[src/bus_pkg.sv]
// System bus package: data word and address source select codes
`default_nettype none

package bus_pkg;

	localparam int WORD_W = 16; // System bus data width

	typedef logic [WORD_W-1:0] word_t; // Bus data word

	// Address source put on the bus
	typedef logic [1:0] ad_sel_t;

	localparam ad_sel_t AD_NONE = 2'd0; // No address driven
	localparam ad_sel_t AD_IC   = 2'd1; // Instruction counter
	localparam ad_sel_t AD_AR   = 2'd2; // Argument address
	localparam ad_sel_t AD_VEC  = 2'd3; // Interrupt vector slot

endpackage

`default_nettype wire

[src/px_pkg.sv]
// P-X control state package: machine states and the bus cycle kind of each state
`default_nettype none

package px_pkg;

	// Control states of the sequencer
	typedef enum logic [3:0] {
		P0, // Idle, waiting for start
		K1, // Instruction fetch
		K2, // Decode
		WR, // Operand read
		WW, // Operand write
		I1, // Interrupt accept
		I2, // Store return address
		I3  // Read interrupt vector
	} px_state_t;

	// Bus need of a state
	typedef enum logic [1:0] {
		BC_NONE,  // No bus access
		BC_READ,  // Memory read
		BC_WRITE  // Memory write
	} bus_cycle_t;

	// Bus cycle kind for a given state
	function automatic bus_cycle_t cycle_of(input px_state_t s);
		bus_cycle_t c;
		case (s)
			K1, WR, I3: c = BC_READ; // Fetch, operand and vector reads
			WW, I2:     c = BC_WRITE; // Operand and return address writes
			default:    c = BC_NONE; // P0, K2, I1 run without the bus
		endcase
		return c;
	endfunction

endpackage

`default_nettype wire
[src/px_top.sv]
// P-X top: sequencer, bus arbiter and bus driver of the state control unit
`timescale 1ns/1ps
`default_nettype none

module px_top
	import px_pkg::*;
	import bus_pkg::*;
#(
	parameter int ALARM_TICKS = 8 // Reply timeout in got cycles
) (
	input  logic      got,    // System clock
	input  logic      clo_,   // General clear
	input  logic      start,  // Start request
	input  logic      mode,   // Step mode
	input  logic      przerw, // Interrupt pending
	input  logic      zw,     // Bus grant
	input  logic      ok_,    // Reply, active low
	input  word_t     rdata,  // Read data
	input  word_t     ic,     // Instruction counter
	input  word_t     ac,     // Accumulator
	output px_state_t state,  // Control state
	output logic      zg,     // Bus request
	output logic      dr_,    // Read strobe
	output logic      dw_,    // Write strobe
	output logic      awaria, // No-reply alarm
	output ad_sel_t   ad_sel, // Address source
	output word_t     wdata,  // Write data
	output word_t     ir,     // Instruction register
	output word_t     arg     // Argument register
);

	bus_cycle_t cyc;      // Bus need of state
	logic       zwzg;     // Granted request
	logic       bus_done; // Cycle complete

	px_state u_state (
		.got      (got),
		.clo_     (clo_),
		.start    (start),
		.mode     (mode),
		.przerw   (przerw),
		.bus_done (bus_done),
		.ir       (ir),
		.state    (state),
		.cyc      (cyc)
	);

	bus_arbiter #(
		.ALARM_TICKS (ALARM_TICKS)
	) u_arbiter (
		.got      (got),
		.clo_     (clo_),
		.state    (state),
		.cyc      (cyc),
		.zw       (zw),
		.ok_      (ok_),
		.zg       (zg),
		.zwzg     (zwzg),
		.bus_done (bus_done),
		.awaria   (awaria)
	);

	bus_drive u_drive (
		.got    (got),
		.clo_   (clo_),
		.state  (state),
		.cyc    (cyc),
		.zwzg   (zwzg),
		.ok_    (ok_),
		.rdata  (rdata),
		.ic     (ic),
		.ac     (ac),
		.dr_    (dr_),
		.dw_    (dw_),
		.ad_sel (ad_sel),
		.wdata  (wdata),
		.ir     (ir),
		.arg    (arg)
	);

endmodule

`default_nettype wire

[src/bus_drive.sv]
// Bus driver: decodes the state into bus strobes and address select and latches read data
`timescale 1ns/1ps
`default_nettype none

module bus_drive
	import px_pkg::*;
	import bus_pkg::*;
(
	input  logic       got,    // System clock
	input  logic       clo_,   // General clear
	input  px_state_t  state,  // Current control state
	input  bus_cycle_t cyc,    // Bus need of current state
	input  logic       zwzg,   // Requested and granted
	input  logic       ok_,    // Reply, active low
	input  word_t      rdata,  // Read data from bus
	input  word_t      ic,     // Instruction counter
	input  word_t      ac,     // Accumulator
	output logic       dr_,    // Read strobe, active low
	output logic       dw_,    // Write strobe, active low
	output ad_sel_t    ad_sel, // Address source
	output word_t      wdata,  // Write data to bus
	output word_t      ir,     // Instruction register
	output word_t      arg     // Argument register
);

	logic rok; // Granted reply

	assign rok = zwzg & ~ok_;

	// Strobes only while the bus is ours
	assign dr_ = ~(zwzg && cyc == BC_READ);
	assign dw_ = ~(zwzg && cyc == BC_WRITE);

	always_comb begin
		ad_sel = AD_NONE;
		if (zwzg) begin
			case (state)
				K1, I2:  ad_sel = AD_IC;  // Fetch and return address
				WR, WW:  ad_sel = AD_AR;  // Operand access
				I3:      ad_sel = AD_VEC; // Vector slot
				default: ad_sel = AD_NONE;
			endcase
		end
	end

	always_comb begin
		case (state)
			WW:      wdata = ac; // Operand store
			I2:      wdata = ic; // Return address
			default: wdata = '0;
		endcase
	end

	// Reply data latches
	always_ff @(posedge got or negedge clo_) begin
		if (!clo_) begin
			ir  <= '0;
			arg <= '0;
		end else if (rok) begin
			if (state == K1) begin
				ir <= rdata; // Fetched instruction
			end
			if (state == WR || state == I3) begin
				arg <= rdata; // Operand or vector word
			end
		end
	end

endmodule

`default_nettype wire

[src/bus_arbiter.sv]
// Bus arbiter: holds the bus request, watches for the reply and raises the no-reply alarm
`timescale 1ns/1ps
`default_nettype none

module bus_arbiter
	import px_pkg::*;
#(
	parameter int ALARM_TICKS = 8 // Granted cycles without reply before alarm
) (
	input  logic       got,      // System clock
	input  logic       clo_,     // General clear
	input  px_state_t  state,    // Current control state
	input  bus_cycle_t cyc,      // Bus need of current state
	input  logic       zw,       // Bus grant
	input  logic       ok_,      // Reply, active low
	output logic       zg,       // Bus request
	output logic       zwzg,     // Requested and granted
	output logic       bus_done, // One-cycle completion pulse
	output logic       awaria    // Sticky no-reply alarm
);

	localparam int CNT_W = $clog2(ALARM_TICKS + 1); // Alarm counter width

	px_state_t        state_q; // State seen on previous cycle
	logic [CNT_W-1:0] cnt;     // Granted cycles without reply
	logic             fresh;   // State just entered
	logic             reply;   // Valid reply this cycle
	logic             timeout; // Alarm limit reached this cycle

	assign zwzg    = zg & zw;
	assign fresh   = (state != state_q);
	assign reply   = zwzg & ~ok_ & ~bus_done; // Ignore ok_ once cycle is closing
	assign timeout = zwzg & ~ok_ ? 1'b0 : zwzg & ~bus_done & (cnt == CNT_W'(ALARM_TICKS - 1));

	always_ff @(posedge got or negedge clo_) begin
		if (!clo_) begin
			state_q <= P0;
		end else begin
			state_q <= state;
		end
	end

	// Request flip-flop
	always_ff @(posedge got or negedge clo_) begin
		if (!clo_) begin
			zg <= 1'b0;
		end else if (bus_done) begin
			zg <= 1'b0; // Drops together with bus_done
		end else if (fresh && cyc != BC_NONE) begin
			zg <= 1'b1; // New bus state
		end
	end

	// Alarm counter, idle until granted
	always_ff @(posedge got or negedge clo_) begin
		if (!clo_) begin
			cnt <= '0;
		end else if (!zwzg || bus_done || reply) begin
			cnt <= '0;
		end else begin
			cnt <= cnt + 1'b1;
		end
	end

	// Completion pulse and alarm flag
	always_ff @(posedge got or negedge clo_) begin
		if (!clo_) begin
			bus_done <= 1'b0;
			awaria   <= 1'b0;
		end else begin
			bus_done <= reply | timeout; // Either ends the cycle
			if (timeout) begin
				awaria <= 1'b1; // Held until clear
			end
		end
	end

endmodule

`default_nettype wire

[src/px_state.sv]
// P-X state sequencer: steps the machine through fetch, decode, operand and interrupt states
`timescale 1ns/1ps
`default_nettype none

module px_state
	import px_pkg::*;
	import bus_pkg::*;
(
	input  logic       got,      // System clock
	input  logic       clo_,     // General clear
	input  logic       start,    // Start request from panel side
	input  logic       mode,     // Step mode, stop in P0 after each instruction
	input  logic       przerw,   // Interrupt pending
	input  logic       bus_done, // Bus cycle completed
	input  word_t      ir,       // Instruction register
	output px_state_t  state,    // Current control state
	output bus_cycle_t cyc       // Bus need of current state
);

	px_state_t state_nx; // Next state

	// Successor of the last step of an instruction
	function automatic px_state_t instr_end(input logic irq, input logic step);
		px_state_t n;
		if (irq) begin
			n = I1; // Enter interrupt sequence
		end else if (step) begin
			n = P0; // Step mode, wait for next start
		end else begin
			n = K1; // Run on, fetch next
		end
		return n;
	endfunction

	always_comb begin
		state_nx = state; // Hold by default
		case (state)
			P0: begin
				if (start) begin
					state_nx = K1; // Begin fetch
				end
			end
			K1: begin
				if (bus_done) begin
					state_nx = K2; // Fetched word in ir
				end
			end
			K2: begin
				// Decode picks the operand access
				if (ir[15]) begin
					state_nx = WR;
				end else if (ir[14]) begin
					state_nx = WW;
				end else begin
					state_nx = instr_end(przerw, mode); // No operand
				end
			end
			WR, WW: begin
				if (bus_done) begin
					state_nx = instr_end(przerw, mode); // Operand done
				end
			end
			I1: begin
				state_nx = I2; // Accept takes one cycle
			end
			I2: begin
				if (bus_done) begin
					state_nx = I3; // Return address stored
				end
			end
			I3: begin
				if (bus_done) begin
					state_nx = instr_end(1'b0, mode); // Vector read, no nested irq
				end
			end
			default: begin
				state_nx = P0; // Unused codes recover to idle
			end
		endcase
	end

	// State register
	always_ff @(posedge got or negedge clo_) begin
		if (!clo_) begin
			state <= P0;
		end else begin
			state <= state_nx;
		end
	end

	assign cyc = cycle_of(state); // Bus kind decoded from state

endmodule

`default_nettype wire

[config.mk]
export PLATFORM = sky130hd
export DESIGN_NAME = px_top
export DESIGN_NICKNAME = d
export VERILOG_FILES = /design/src/bus_pkg.sv /design/src/px_pkg.sv /design/src/px_top.sv /design/src/bus_drive.sv /design/src/bus_arbiter.sv /design/src/px_state.sv
export SDC_FILE = /design/constraint.sdc
export NUM_CORES = 1
export LEC_CHECK = 0
export BUFFER_PORTS_ARGS = -buffer_cell sky130_fd_sc_hd__buf_2
export CORE_ASPECT_RATIO = 1.4
export CORE_MARGIN = 2
export CORE_UTILIZATION = 50
export CTS_BUF_LIST = sky130_fd_sc_hd__clkbuf_8
export CTS_CLUSTER_DIAMETER = 60
export DETAILED_ROUTE_END_ITERATION = 8
export GPL_TIMING_DRIVEN = 0
export PLACE_DENSITY = 0.91
export REMOVE_ABC_BUFFERS = 1
export SLEW_MARGIN = 20
export SYNTH_ARGS = -nofsm -noshare
export SYNTH_HDL_FRONTEND = slang
export SYNTH_SLANG_ARGS = --single-unit
[constraint.sdc]
create_clock -name got -period 2.9 [get_ports got]
set_input_delay 0.29 -clock got [delete_from_list [all_inputs] [get_ports got]]
set_output_delay 0.29 -clock got [all_outputs]
set_load 0.01 [all_outputs]
==> impl_metrics.csv <==
group,metric,value,unit
status,status,"finished, violations left",
status,failed_checks,"negative hold slack",
run,drv_cap,0,
sta,finalHoldViolations,18,
setup_path,r2r_cells,4,
finish,finalInstanceArea,0.002800,mm²
power_and_ir_drop,vdd_drop_max,0.6239,mV
setup_path,crit_arrival,2.42,ns
yosys,synth-seq-area-share,51.78,%
global_routing,grt_pass1_vias,1698,
yosys,synth_top_family_by_area,"multiplexers",
yosys,synth_cells,184,
yosys,synth_xor_area_share,0.8055,%
setup_path,cp_max_fo,32,
finish,sequential_cell_area,0.001127,mm²
global_routing,grt_max_degree,46,
floorplan,die_area,0.004900,mm²
placement,port_buffers,111,
floorplan,ios,113,
sta,relSlewSlack,47.12,%
yosys,syn_avg_cell_area,11.82,µm²
yosys,synthDistinctLibCells,39,
finish,area_growth_syn_to_layout,28.77,%
cts,ctsHoldBuffers,0,
placement,placed_area,0.002720,mm²
routing,wire_per_inst,15.12,µm
global_routing,grt_util_all_layers,20.73,%
routing,wl,5094,µm
finish,drive_gt1_share,53.77,%
sta,whs,-0.005418,ns
sta,tightest_slew,0.7906,ns
yosys,synth.top_cells.by_area,"dfrtp_1, mux2_2, mux2i_1",
routing,drc_errors,0,
finish,fillCellCount,328,
floorplan,coreArea,0.004204,mm²
sta,setup-tns-final,0,ns
yosys,syn_area,0.002175,mm²
hold_path,hp-class,"input pin to async pin",
cts,tritoncts,"built",
sta,timing.final.crit_share,77.77,%
yosys,yosys_warnings,0,
sta,rsz0062_at_grt,"false",
finish,fin_cells,337,
placement,gp_congestion,0.7986,
floorplan,die_h,82.03,µm
cts,clk_pin_slew_worst_paths,0.08,ns
floorplan,initial_core_util,51.73,%
power_and_ir_drop,power.density,957.7,mW/mm²
sta,slew_viol_final,0,
setup_path,r2r_slack,0.64,ns
global_routing,grt_pass1_wl,7624,µm
sta,layout_min_cycle_time,2.255,ns
yosys,async_flop_share,100.0,%
routing,dr.pass1.iters,4,
cts,cts_buffers,5,
global_routing,antenna_found_initial,0,
finish,antenna_cells,0,
cts,clock-root-buffer,"clkbuf_8",
sta,setup-violations-final,0,
sta,fin_skew,0.007361,ns
placement,place_inst,330,
yosys,muxShareOfSynthArea,24.45,%
setup_path,crit_path_end_kind,"flop",
yosys,synth-simple-area-share,12.26,%
yosys,synth_top_area_cell,"dfrtp_1",
routing,viasPerCell,5.309,
finish,final_nets,348,
routing,drt_iter0_drc,15,
yosys,synthAdderAreaFrac,0.5754,%
global_routing,gr-total-overflow,0,
routing,ant_nets,0,
power_and_ir_drop,power_leakage,0.001434,µW
yosys,synth_top_area_share,51.78,%
floorplan,num_rows,28,
cts,ctsResizeCount,0,
setup_path,rr_startpoint,"u_state.state[1]",
placement,dp_hpwl,3871,µm
setup_path,start_kind,"flop",
cts,post_cts_buffers,0,
finish,multi_input_area,969.7,µm²
cts,clockBufferDepth,2,
cts,clock_latency,0.28,ns
routing,num_vias,1789,
cts,cts.sinks,45,
setup_path,required,3.07,ns
finish,utilization,66.61,%
setup_path,reg2reg_to,"u_drive.ir[6]",
yosys,synth_ff_type,"dfrtp_1",
sta,fmax,0.4434,GHz
yosys,synth-seq-cells,45,
floorplan,fp.dieW,59.74,µm
setup_path,critPathKind,"flop to flop",
cts,htree_num_levels,2,
yosys,synth-edff-count,0,
yosys,synth-compound-area-share,6.329,%
-- power by group --
part | internal, µW | switching [µW]
Sequential | 896 | 264
Clock | 160 | 182
Combinational | 608 | 572
Total | 1660 | 1020
-- kinds of logic after synthesis --
group,count (synthesis)
adders and majority gates,1
DFF,45
AOI/OAI and AO/OA,22
and+or+nand+nor,51
other,1
muxes,49
buffers and inverters,13
xor gates and xnor gates,2
-- worst max-delay path, stage by stage (launching register included) --
cell and delay (ns):
dfrtp_2 0.67, nor2_1 0.26, nand2_1 0.14, nor3_4 0.65, mux2_2 0.42
-- registers in the layout, summed over array words and instances, names as in the netlist --
name                count
u_drive.arg            16
u_arbiter.zg            1
u_drive.ir             16
u_arbiter.state_q       3
u_arbiter.bus_done      1
u_arbiter.cnt           4
u_state.state           3
u_arbiter.awaria        1
-- synth_stat cells (all sizes together), types with 2 or more instances --
| library cell | n |
|---|---|
| dfrtp | 45 |
| mux2 | 33 |
| nor2 | 25 |
| mux2i | 16 |
| buf | 9 |
| nand2 | 7 |
| a21oi | 6 |
| nand2b | 5 |
| o21ai | 5 |
| inv | 3 |
| nor3 | 3 |
| o22ai | 3 |
| nand3 | 2 |
| nand4 | 2 |
| nor3b | 2 |
-- area by class of cell --
| type | instances | share of cell area [%] |
|---|---|---|
| inverters | 3 | 0.4021 |
| well taps | 45 | 2.011 |
| repair buffers | 111 | 19.93 |
| clock buffers | 5 | 2.458 |
| multi-input cells | 126 | 34.63 |
| clock inverters | 2 | 0.3128 |
| flip-flops and latches | 45 | 40.26 |
-- through the flow --
| stage | total power [µW] | setup slack, ns |
|---|---|---|
| 3_3_place_gp | 2304 | 0.2926 |
| 5_1_grt | 2874 | 0.4465 |
| 4_1_cts | 2711 | 0.6041 |
| 2_1_floorplan | 1853 | 0.6901 |
| 3_5_place_dp | 2360 | 0.6344 |
| 6_report | 2682 | 0.6446 |
-- layout by cell type (no fill, tap or decap), types with 2 or more instances in the layout --
master / Yosys / routed
a21oi_1: 6 / 6
buf_2: 3 / 110
clkbuf_8: 0 / 5
dfrtp_1: 45 / 44
inv_1: 3 / 4
mux2_2: 33 / 33
mux2i_1: 16 / 16
nand2_1: 5 / 5
nand2_2: 2 / 2
nand2b_1: 5 / 5
nand3_1: 2 / 2
nand4_1: 2 / 2
nor2_1: 25 / 25
nor3_4: 2 / 2
nor3b_1: 2 / 2
o21ai_0: 4 / 4
o22ai_1: 3 / 3
-- metal layers --
| layer | share of wire, % | wire length, µm | up-vias | global-route usage, % |
|---|---|---|---|---|
| met4 | 0.79 | 40 | 0 | 4.667 |
| met3 | 10 | 507 | 5 | 5.512 |
| li1 | - | - | 855 | - |
| met2 | 50 | 2564 | 100 | 39.24 |
| met5 | 0 | 0 | - | 0 |
| met1 | 39 | 1982 | 829 | 22.41 |
-- worst max path at each step --
stage,from,cells past startpoint,to
2_1_floorplan,u_state.state[1],3,u_drive.arg[0]
3_3_place_gp,u_state.state[1],3,u_drive.arg[14]
3_5_place_dp,u_state.state[1],4,u_drive.ir[6]
4_1_cts,u_state.state[0],3,dw_
5_1_grt,u_state.state[1],4,u_drive.ir[6]
6_report,u_state.state[1],4,u_drive.ir[6]
No activity file was read; power rests on OpenSTA's default activity.
